--- src/design/cpu_isa_pkg.sv ---
package cpu_isa_pkg;

    localparam int word_size = 16;

    typedef logic [word_size-1:0] word_t;
    typedef logic [1:0] reg_idx_t;

    typedef enum logic [3:0] {
        op_bne   = 4'd0,
        op_beq   = 4'd1,
        op_adi   = 4'd4,
        op_lwd   = 4'd7,
        op_swd   = 4'd8,
        op_jmp   = 4'd9,
        op_rtype = 4'd15
    } opcode_t;

    typedef enum logic [5:0] {
        fn_add = 6'd0,
        fn_sub = 6'd1,
        fn_and = 6'd2,
        fn_orr = 6'd3,
        fn_wwd = 6'd28,
        fn_hlt = 6'd29
    } func_t;

    typedef struct packed {
        opcode_t  opcode;
        reg_idx_t rs;
        reg_idx_t rt;
        reg_idx_t rd;
        func_t    func;
    } r_fmt_t;

    typedef struct packed {
        opcode_t    opcode;
        reg_idx_t   rs;
        reg_idx_t   rt;
        logic [7:0] imm;
    } i_fmt_t;

    typedef struct packed {
        opcode_t     opcode;
        logic [11:0] target;
    } j_fmt_t;

    // one fetched word in three field layouts
    typedef union packed {
        r_fmt_t r;
        i_fmt_t i;
        j_fmt_t j;
    } instr_u;

    typedef enum logic [1:0] {
        alu_add = 2'd0,
        alu_sub = 2'd1,
        alu_and = 2'd2,
        alu_or  = 2'd3
    } alu_op_t;

endpackage

--- src/design/cpu_pipe_pkg.sv ---
package cpu_pipe_pkg;

    import cpu_isa_pkg::*;

    typedef struct packed {
        logic   valid;
        word_t  pc;
        instr_u instr;
    } if_id_t;

    typedef struct packed {
        logic    reg_write;
        logic    mem_read;
        logic    mem_write;
        logic    alu_src_imm;
        alu_op_t alu_op;
        logic    is_wwd;
        logic    is_halt;
    } ctrl_t;

    typedef struct packed {
        logic     valid;
        ctrl_t    ctrl;
        reg_idx_t rs;
        reg_idx_t rt;
        reg_idx_t rd;   // destination already picked per format
        word_t    rs_val;
        word_t    rt_val;
        word_t    imm;
    } id_ex_t;

    typedef struct packed {
        logic     valid;
        ctrl_t    ctrl;
        reg_idx_t rd;
        word_t    alu_result;
        word_t    store_data;
        word_t    wwd_val;
    } ex_mem_t;

    // writeback bus seen by decode and execute
    typedef struct packed {
        logic     reg_write;
        reg_idx_t rd;
        word_t    value;
    } wb_bus_t;

endpackage

--- src/design/fetch_stage.sv ---
`timescale 1ns/1ps

module fetch_stage
    import cpu_isa_pkg::*;
    import cpu_pipe_pkg::*;
#(
    parameter word_t reset_pc = '0
) (
    input  logic   clk,
    input  logic   rst_n,
    input  logic   stall,
    input  logic   redirect,
    input  word_t  target,
    output word_t  instr_addr,
    input  word_t  instr_data,
    input  logic   fetch_en,
    output if_id_t if_id
);

    word_t pc;
    logic  advance;

    assign instr_addr = pc;

    // stall wins over redirect so the branch is looked at again next cycle
    assign advance = fetch_en && !stall;

    always_ff @(posedge clk or negedge rst_n) begin
        if (!rst_n) begin
            pc    <= reset_pc;
            if_id <= '0;
        end else if (advance) begin
            if (redirect) begin
                pc          <= target;
                if_id.valid <= 1'b0;  // squash the wrong-path fetch
            end else begin
                pc          <= pc + word_t'(1);
                if_id.valid <= 1'b1;
                if_id.pc    <= pc;
                if_id.instr <= instr_data;
            end
        end
    end

endmodule

--- src/design/decode_stage.sv ---
`timescale 1ns/1ps

module decode_stage
    import cpu_isa_pkg::*;
    import cpu_pipe_pkg::*;
(
    input  logic    clk,
    input  logic    rst_n,
    input  if_id_t  if_id,
    input  ex_mem_t ex_fwd,
    input  wb_bus_t wb,
    output logic    stall,
    output logic    redirect,
    output word_t   target,
    input  logic    halted,
    output id_ex_t  id_ex
);

    word_t    regs [4];
    instr_u   ins;
    ctrl_t    ctrl;
    reg_idx_t dst;
    logic     uses_rs, uses_rt, is_branch, is_jmp;
    word_t    rs_raw, rt_raw, br_a, br_b, imm;
    logic     load_use, br_wait, halt_down, hazard, bubble, taken;

    function automatic logic in_ex(reg_idx_t r);
        return id_ex.valid && id_ex.ctrl.reg_write && id_ex.rd == r;
    endfunction

    function automatic logic in_mem(reg_idx_t r);
        return ex_fwd.valid && ex_fwd.ctrl.reg_write && ex_fwd.rd == r;
    endfunction

    assign ins = if_id.instr;
    assign imm = {{8{ins.i.imm[7]}}, ins.i.imm};

    always_comb begin
        ctrl      = '0;
        dst       = ins.r.rd;
        uses_rs   = 1'b0;
        uses_rt   = 1'b0;
        is_branch = 1'b0;
        is_jmp    = 1'b0;
        case (ins.r.opcode)
            op_rtype: begin
                uses_rs = 1'b1;
                case (ins.r.func)
                    fn_add, fn_sub, fn_and, fn_orr: begin
                        uses_rt        = 1'b1;
                        ctrl.reg_write = 1'b1;
                        ctrl.alu_op    = alu_op_t'(ins.r.func[1:0]);
                    end
                    fn_wwd:  ctrl.is_wwd = 1'b1;
                    fn_hlt:  ctrl.is_halt = 1'b1;
                    default: ;
                endcase
            end
            op_adi, op_lwd: begin
                uses_rs          = 1'b1;
                dst              = ins.i.rt;
                ctrl.reg_write   = 1'b1;
                ctrl.alu_src_imm = 1'b1;
                ctrl.mem_read    = (ins.i.opcode == op_lwd);
            end
            op_swd: begin
                uses_rs          = 1'b1;
                uses_rt          = 1'b1;  // store data
                ctrl.alu_src_imm = 1'b1;
                ctrl.mem_write   = 1'b1;
            end
            op_bne, op_beq: begin
                uses_rs   = 1'b1;
                uses_rt   = 1'b1;
                is_branch = 1'b1;
            end
            op_jmp:  is_jmp = 1'b1;
            default: ;
        endcase
    end

    always_ff @(posedge clk) begin
        if (wb.reg_write)
            regs[wb.rd] <= wb.value;
    end

    // same-cycle writeback bypass
    assign rs_raw = (wb.reg_write && wb.rd == ins.r.rs) ? wb.value : regs[ins.r.rs];
    assign rt_raw = (wb.reg_write && wb.rd == ins.r.rt) ? wb.value : regs[ins.r.rt];

    assign br_a = in_mem(ins.r.rs) ? ex_fwd.alu_result : rs_raw;
    assign br_b = in_mem(ins.r.rt) ? ex_fwd.alu_result : rt_raw;

    assign load_use = id_ex.valid && id_ex.ctrl.mem_read &&
                      ((uses_rs && id_ex.rd == ins.r.rs) || (uses_rt && id_ex.rd == ins.r.rt));
    assign br_wait  = is_branch &&
                      (in_ex(ins.r.rs) || in_ex(ins.r.rt) ||
                       (ex_fwd.ctrl.mem_read && (in_mem(ins.r.rs) || in_mem(ins.r.rt))));
    assign halt_down = (id_ex.valid && id_ex.ctrl.is_halt) ||
                       (ex_fwd.valid && ex_fwd.ctrl.is_halt) || halted;

    assign hazard = if_id.valid && (load_use || br_wait);
    assign bubble = hazard || halt_down;
    // a HLT in ID still issues once while fetch stops behind it
    assign stall  = bubble || (if_id.valid && ctrl.is_halt);

    assign taken    = is_jmp || (is_branch && ((ins.i.opcode == op_beq) == (br_a == br_b)));
    assign redirect = if_id.valid && taken && !stall;
    assign target   = is_jmp ? {if_id.pc[15:12], ins.j.target} : if_id.pc + word_t'(1) + imm;

    always_ff @(posedge clk or negedge rst_n) begin
        if (!rst_n) begin
            id_ex <= '0;
        end else begin
            id_ex.valid  <= if_id.valid && !bubble;
            id_ex.ctrl   <= (if_id.valid && !bubble) ? ctrl : '0;
            id_ex.rs     <= ins.r.rs;
            id_ex.rt     <= ins.r.rt;
            id_ex.rd     <= dst;
            id_ex.rs_val <= rs_raw;
            id_ex.rt_val <= rt_raw;
            id_ex.imm    <= imm;
        end
    end

    // the fetch behind a taken branch never reaches ID
    redirect_flushes: assert property (@(posedge clk) disable iff (!rst_n)
        redirect |=> !if_id.valid);

endmodule

--- src/design/execute_stage.sv ---
`timescale 1ns/1ps

module execute_stage
    import cpu_isa_pkg::*;
    import cpu_pipe_pkg::*;
(
    input  logic    clk,
    input  logic    rst_n,
    input  id_ex_t  id_ex,
    output ex_mem_t ex_mem,
    input  wb_bus_t wb
);

    word_t op_a, op_b, rt_fwd, result;

    // EX/MEM first, then writeback, then the value read in ID
    function automatic word_t pick(reg_idx_t r, word_t rf_val);
        if (ex_mem.valid && ex_mem.ctrl.reg_write && ex_mem.rd == r)
            return ex_mem.alu_result;
        else if (wb.reg_write && wb.rd == r)
            return wb.value;
        else
            return rf_val;
    endfunction

    assign op_a   = pick(id_ex.rs, id_ex.rs_val);
    assign rt_fwd = pick(id_ex.rt, id_ex.rt_val);
    assign op_b   = id_ex.ctrl.alu_src_imm ? id_ex.imm : rt_fwd;

    always_comb begin
        case (id_ex.ctrl.alu_op)
            alu_add: result = op_a + op_b;
            alu_sub: result = op_a - op_b;
            alu_and: result = op_a & op_b;
            alu_or:  result = op_a | op_b;
            default: result = op_a + op_b;
        endcase
    end

    always_ff @(posedge clk or negedge rst_n) begin
        if (!rst_n) begin
            ex_mem <= '0;
        end else begin
            ex_mem.valid      <= id_ex.valid;
            ex_mem.ctrl       <= id_ex.ctrl;
            ex_mem.rd         <= id_ex.rd;
            ex_mem.alu_result <= result;  // also the memory address
            ex_mem.store_data <= rt_fwd;
            ex_mem.wwd_val    <= op_a;
        end
    end

endmodule

--- src/design/mem_wb_stage.sv ---
`timescale 1ns/1ps

module mem_wb_stage
    import cpu_isa_pkg::*;
    import cpu_pipe_pkg::*;
(
    input  logic    clk,
    input  logic    rst_n,
    input  ex_mem_t ex_mem,
    output logic    read_m2,
    output logic    write_m2,
    output word_t   address2,
    output word_t   write_data2,
    input  word_t   read_data2,
    output wb_bus_t wb,
    output word_t   output_port,
    output logic    output_valid,
    output word_t   num_inst,
    output logic    is_halted
);

    ex_mem_t mem_in, mem_wb_q;
    logic    halt_q;

    assign read_m2     = ex_mem.valid && ex_mem.ctrl.mem_read;
    assign write_m2    = ex_mem.valid && ex_mem.ctrl.mem_write;
    assign address2    = ex_mem.alu_result;
    assign write_data2 = ex_mem.store_data;

    always_comb begin
        mem_in = ex_mem;
        if (read_m2)
            mem_in.alu_result = read_data2;  // load data replaces the address
    end

    always_ff @(posedge clk or negedge rst_n) begin
        if (!rst_n) begin
            mem_wb_q <= '0;
            num_inst <= '0;
            halt_q   <= 1'b0;
        end else begin
            mem_wb_q <= mem_in;
            if (mem_wb_q.valid)
                num_inst <= num_inst + word_t'(1);
            if (mem_wb_q.valid && mem_wb_q.ctrl.is_halt)
                halt_q <= 1'b1;
        end
    end

    assign wb.reg_write = mem_wb_q.valid && mem_wb_q.ctrl.reg_write;
    assign wb.rd        = mem_wb_q.rd;
    assign wb.value     = mem_wb_q.alu_result;

    assign output_port  = mem_wb_q.wwd_val;
    assign output_valid = mem_wb_q.valid && mem_wb_q.ctrl.is_wwd;
    // high already in the HLT's own WB cycle
    assign is_halted    = halt_q || (mem_wb_q.valid && mem_wb_q.ctrl.is_halt);

    mem_strobes_excl: assert property (@(posedge clk) disable iff (!rst_n)
        !(read_m2 && write_m2));

    // nothing retires once halted
    halt_is_final: assert property (@(posedge clk) disable iff (!rst_n)
        halt_q |=> !output_valid && $stable(num_inst));

endmodule

--- src/design/cpu_core.sv ---
`timescale 1ns/1ps

module cpu_core
    import cpu_isa_pkg::*;
    import cpu_pipe_pkg::*;
#(
    parameter word_t reset_pc = '0
) (
    input  logic  clk,
    input  logic  rst_n,
    output logic  read_m1,
    output word_t address1,
    input  word_t data1,
    output logic  read_m2,
    output logic  write_m2,
    output word_t address2,
    output word_t write_data2,
    input  word_t read_data2,
    output word_t output_port,
    output logic  output_valid,
    output word_t num_inst,
    output logic  is_halted
);

    if_id_t  if_id;
    id_ex_t  id_ex;
    ex_mem_t ex_mem;
    wb_bus_t wb;
    logic    stall, redirect;
    word_t   target;

    assign read_m1 = !is_halted;

    fetch_stage #(
        .reset_pc (reset_pc)
    ) i_fetch (
        .clk        (clk),
        .rst_n      (rst_n),
        .stall      (stall),
        .redirect   (redirect),
        .target     (target),
        .instr_addr (address1),
        .instr_data (data1),
        .fetch_en   (read_m1),
        .if_id      (if_id)
    );

    decode_stage i_decode (
        .clk      (clk),
        .rst_n    (rst_n),
        .if_id    (if_id),
        .ex_fwd   (ex_mem),
        .wb       (wb),
        .stall    (stall),
        .redirect (redirect),
        .target   (target),
        .halted   (is_halted),  // keeps fetch stalled for good
        .id_ex    (id_ex)
    );

    execute_stage i_execute (
        .clk    (clk),
        .rst_n  (rst_n),
        .id_ex  (id_ex),
        .ex_mem (ex_mem),
        .wb     (wb)
    );

    mem_wb_stage i_mem_wb (
        .clk          (clk),
        .rst_n        (rst_n),
        .ex_mem       (ex_mem),
        .read_m2      (read_m2),
        .write_m2     (write_m2),
        .address2     (address2),
        .write_data2  (write_data2),
        .read_data2   (read_data2),
        .wb           (wb),
        .output_port  (output_port),
        .output_valid (output_valid),
        .num_inst     (num_inst),
        .is_halted    (is_halted)
    );

endmodule

--- config.mk ---
export PLATFORM = sky130hd
export DESIGN_NAME = cpu_core
export DESIGN_NICKNAME = d
export VERILOG_FILES = /design/src/design/cpu_isa_pkg.sv /design/src/design/cpu_pipe_pkg.sv /design/src/design/fetch_stage.sv /design/src/design/decode_stage.sv /design/src/design/execute_stage.sv /design/src/design/mem_wb_stage.sv /design/src/design/cpu_core.sv
export SDC_FILE = /design/constraint.sdc
export NUM_CORES = 1
export LEC_CHECK = 0
export BUFFER_PORTS_ARGS = -buffer_cell sky130_fd_sc_hd__buf_2
export CAP_MARGIN = 30
export CORE_MARGIN = 3
export CORE_UTILIZATION = 55
export CTS_CLUSTER_SIZE = 8
export DETAILED_ROUTE_END_ITERATION = 7
export MAX_ROUTING_LAYER = met4
export PLACE_DENSITY = 0.85
export SETUP_SLACK_MARGIN = 0.5
export SLEW_MARGIN = 20
export SYNTH_ARGS = -nofsm -noshare
export SYNTH_HDL_FRONTEND = slang
export SYNTH_HIERARCHICAL = 1
export SYNTH_SLANG_ARGS = --single-unit
--- constraint.sdc ---
create_clock -name clk -period 14.05 [get_ports clk]
set_clock_uncertainty 0.15 [all_clocks]
set_input_delay 0 -clock clk [delete_from_list [all_inputs] [get_ports clk]]
set_output_delay 0 -clock clk [all_outputs]
set_load 0.01 [all_outputs]
# Word level (Yosys, flattened, before mapping)
# Memory sizes are Yosys's and may differ from the RTL's.
# Index checks and enable logic that the tools add are counted.
# Widths: inputs -> output; s select.
[word_totals] regBits=215 latchBits=0 mem_bits_rw=64 rom_bits=0 inputBits=34 out_inout_bits=85 wordCells=160 mem_count=1
[classes] n_addsub=6 multipliers=0 n_div=0 magnitude_cmp=0 n_eq_ne=26 shift=0 mux=31 bitwise_logic=3 reduce_logical=56
[mem_list] memory="i_decode.regs" words=4 width=16 read_ports=2 rd_clocked_by_memory_dff=0 write_ports=1 line="decode_stage.sv:19" rtl="word_t regs [4];"
[ops] cell="$mux 16" n=12
[ops] cell="$pmux 16 s4" n=1
[ops] cell="$add 16x1->16 const B" n=3
[ops] cell="$add 16x16->16" n=2
[ops] cell="$logic_and 1x1->1" n=32
[ops] cell="$eq 2x2->1" n=10
[ops] cell="$and 16x16->16" n=1
[ops] cell="$eq 16x16->1" n=1
[ops] cell="$or 16x16->16" n=1
[ops] cell="$sub 16x16->16" n=1
[ops] cell="$eq 4x4->1 const B" n=3
[ops] cell="$eq 6x2->1 const B" n=2
[ops] cell="$eq 6x5->1 const B" n=2
[ops] cell="$mux 1" n=12
[ops] cell="$logic_or 1x1->1" n=11
[ops] cell="$eq 4x3->1 const B" n=2
[ops] cell="$mux 8" n=1
[ops] cell="$eq 6x1->1 const B" n=1
[ops] cell="$logic_not 6->1" n=1
[ops] cell="$reduce_or 3->1" n=2
[ops] cell="$reduce_or 6->1" n=1
[ops] cell="$eq 2x2->1 const B" n=2
[ops] cell="$eq 4x1->1 const B" n=1
[ops] cell="$logic_not 4->1" n=1
[ops] cell="11 further kinds" n=16

# Depth between registers and ports, before layout
[depth] depth_word=15 depth_mapped=22

# Modules after synthesis
# Netlist, hierarchy kept.
[modules_own_cells] module="decode_stage" n_inst=1 cells_per_inst=509 area_per_inst_um2=6557.5 seq_area_each_um2=3298.2
[modules_own_cells] module="execute_stage" n_inst=1 cells_per_inst=421 area_per_inst_um2=3935.0 seq_area_each_um2=1476.4
[modules_own_cells] module="mem_wb_stage" n_inst=1 cells_per_inst=192 area_per_inst_um2=2477.4 seq_area_each_um2=1376.3
[modules_own_cells] module="fetch_stage" n_inst=1 cells_per_inst=204 area_per_inst_um2=2304.7 seq_area_each_um2=1226.2
[modules_own_cells] module="cpu_core" n_inst=1 cells_per_inst=1 area_per_inst_um2=3.8 seq_area_each_um2=0.0

# Worst setup path before layout
# Ideal clock, no wire load.
[synth_timing] path_kind="flip-flop to flip-flop" from="reg i_execute/ex_mem[48] (netlist name)" to="reg i_execute/ex_mem[47] (netlist name)" setup_ps=121 arrival_ps=4577 path_slack_ps=9202 path_stages_with_launch=22 period_less_slack_ps=4848 path_cell_list="dfrtp_1 -> xor2_2 -> or3_4 -> buf_6 -> buf_2 -> buf_4 -> a21oi_1 -> mux2i_1 -> ha_1 -> nand3_1 -> nand2_1 -> xor2_1 -> ha_1 -> or4_1 -> o21ai_0 -> a211oi_1 -> o41ai_1 -> a21oi_1 -> o22a_1 -> or3_1 -> o22ai_1 -> nor3_2"
[synth_between] elab_chain_len=6 word_cells_on_any_way=12
[synth_lines] element="$eq 2x2->1 (*)" line="execute_stage.sv:18" rtl="if (ex_mem.valid && ex_mem.ctrl.reg_write && ex_mem.rd == r)"
[synth_lines] element="$logic_and 1x1->1 (*)" line="execute_stage.sv:18"
[synth_lines] element="$mux 16 (*)" line="execute_stage.sv:18"
[synth_lines] element="named net i_execute.rt_fwd[0]" line="execute_stage.sv:14" rtl="word_t op_a, op_b, rt_fwd, result;"
[synth_lines] element="$mux 16 (*)" line="execute_stage.sv:28" rtl="assign op_b = id_ex.ctrl.alu_src_imm ? id_ex.imm : rt_fwd;"
[synth_lines] element="$sub 16x16->16 / $add 16x16->16 (equally long branches)" line="execute_stage.sv:33, execute_stage.sv:32"
[synth_lines] element="$pmux 16 s4 (*)" line="execute_stage.sv:31" rtl="case (id_ex.ctrl.alu_op)"
[synth_lines] element="named net i_execute.result[15]" line="execute_stage.sv:14"
# The timed path passes the listed nets; every way through them passes the cells marked *.
# A chain may end at the register's enable or synchronous reset.

==> results.yml <==
timing:
  tightest_slew_ns: 0.969
  rsz0062_at_grt: "no"
  setup_viol: 0
  post-route-min-period_ns: 5.68
  relSlewSlack_pct: 35.4
  fmax_mhz: 176
  tns_ns: 0
  slew_viol_final: 0
  hold_violations: 0
  post-route-period-util_pct: 40.4
floorplan:
  dieArea_um2: 29700
  rows: 60
  io_pins: 119
  core_um2: 27000
  die_w_um: 172
  initial_utilization_pct: 56.3
  die_h_um: 172
clock_network:
  root_buffer: "clkbuf_16"
  cts_tree: "yes"
  path_clk_slew_ns: 0.05
  cts_resized: 0
  cts_buffers: 40
  post_cts_buffers: 0
  cts.sinks: 279
  cts_buffer_depth: 3
  insertion_delay_ns: 0.53
  htreeDepth: 2
power_and_ir_drop:
  pwr-share-comb_pct: 51.9
  p_leak_nw: 7.24
  p_sw_mw: 2.20
  irDropWorstVdd_uv: 181
  power_frac_clock_pct: 17.0
  power.density_nw_per_um2: 298
  power_frac_seq_pct: 31.1
  switching_share_pct: 43.3
  p_int_mw: 2.88
critical_path:
  worst-endpoint-required_ns: 14.32
  cp_max_fo: 14
  critical_path.endpoint_type: "register"
  reg2reg_setup_slack_ns: 8.37
  max_stage_delay_ns: 0.53
  crit_chain: "and2_1 -> nand3_2 -> mux2i_1 -> a21oi_1 -> mux2i_1 -> ha_1 -> nand3_1 -> nand2_1 -> xor2_1 -> ha_1 -> or4_1 -> o21ai_0 -> a211oi_1 -> o41ai_1 -> a21oi_1 -> o22a_1 -> or3_1 -> o22ai_1 -> nor3_2"
  cp_num_buf_inv: 0
  crit_type: "reg -> reg"
  crit_slowest_cell: "and2_1"
  worstPathArrival_ns: 5.95
  crit_family: "simple AND/OR/NAND/NOR gates"
  startpoint_type: "register"
synthesis:
  synthesis.nets: 1395
  synth_warnings: 6
  syn-cell-area_um2: 15200
  syn_avg_cell_area_um2: 11.5
  syn_inst: 1324
layout:
  syn_to_final_growth_pct: 12.0
  multi_input_area_um2: 6800
  diodes: 0
  stdcell_count: 1759
  register_area_um2: 7300
  drive_gt1_share_pct: 21.2
  layout_commonest_cell: "dfrtp_1"
  fillers: 2014
  final_cell_mix: "dfrtp_1 (215), buf_2 (117), nand2_1 (82)"
  layout.nets: 1478
  final_util_pct: 63.0
global_route:
  grt_pass1_wl_mm: 59.2
  grt_overflow_total: 0
  gr-usage-all-layers_pct: 26.2
  grt_pass1_vias: 10834
  antenna_found_initial: 0
  grt_max_degree: 152
drt:
  ant_nets: 0
  drc_errors: 0
  viasPerCell: 6.18
  drt_iter0_markers: 1226
  wl_per_cell_um: 21.5
  dr.pass1.iters: 6
  vias: 10869
  drt-total-wl_mm: 37.8
job:
  maxCapViolations: 0
worst_hold_path:
  hold_class: "in -> reg"
place:
  place.port_buffers: 118
  hpwl_mm: 25.8
  dp.cells: 1667
  gp_congestion: 0.940
run_status:
  status: "finished clean"
==> power by group through the flow <==
stage	clock [mW]	sequential [mW]	combinational, mW
after global routing	0.908	1.61	2.89
after global placement	0	1.56	2.47
after CTS	0.878	1.57	2.58
after detailed placement	0	1.57	2.56
after floorplan	0	1.38	2.18
final	0.865	1.58	2.63
==> tightest hold or removal path: stages <==
cell and delay, ns:
dlygate4sd3_1 0.52, buf_2 0.09, mux2_2 0.12
==> path summary, 6_finish.rpt <==
path                                            start                 endpoint  cells past startpoint
max in group asynchronous                       rst_n  i_mem_wb/output_port[1]                      5
min in group asynchronous                       rst_n    i_mem_wb/num_inst[15]                      3
worst min-delay path                         data1[6]         i_fetch/if_id[6]                      3
worst min register to register    i_execute/ex_mem[2]  i_mem_wb/output_port[2]                      0
worst max-delay path            i_mem_wb/mem_wb_q[58]     i_execute/ex_mem[47]                     19
worst max register to register  i_mem_wb/mem_wb_q[58]     i_execute/ex_mem[47]                     19
==> registers in the layout (all words and copies together) (netlist names) <==
name and count:
i_execute/ex_mem 56, i_fetch/if_id 33, i_mem_wb/mem_wb_q 4, i_fetch/instr_addr 16
i_mem_wb/halt_q 1, i_mem_wb/num_inst 16, i_mem_wb/output_port 16, i_decode/id_ex 55
i_decode/regs 64, i_mem_wb/wb 18
==> area by class of cell <==
| cell class | count | area share, % |
|---|---|---|
| Sequential cell | 279 | 42.9 |
| Multi-Input combinational cell | 844 | 39.9 |
| Timing Repair Buffer | 172 | 6.68 |
| Clock buffer | 52 | 6.39 |
| Tap cell | 341 | 2.50 |
| Inverter | 70 | 1.54 |
| Clock inverter | 1 | 0.0955 |
==> metal layers <==
metal | GRT usage [%] | vias up | share of wire (%)
li1 | - | 4920 | -
met1 | 35.7 | 5366 | 42
met3 | 3.48 | 89 | 7.0
met2 | 41.4 | 494 | 48
met5 | - | - | 0
met4 | 8.12 | 0 | 2.8
==> through the flow <==
stage | worst slack (ns) | cell area [um^2] | hold WS [ns] | total power, mW
final | 8.37 | 17000 | 0.0859 | 5.08
after global routing | 7.93 | 17000 | 0.0900 | 5.41
after detailed placement | 8.26 | 15500 | 0.0844 | 4.13
after floorplan | 9.20 | 15200 | -0.446 | 3.56
after CTS | 8.23 | 16900 | 0.0729 | 5.03
after global placement | 8.36 | 15500 | 0.0819 | 4.03
==> what timing repair did <==
| action | 4_1_cts | 5_1_grt |
|---|---|---|
| hold buffers | 33 | 1 |
| endpoints found under the setup margin | 0 | 0 |
| endpoints found under the hold margin | 182 | 66 |
No activity file was read; power rests on OpenSTA's default activity.
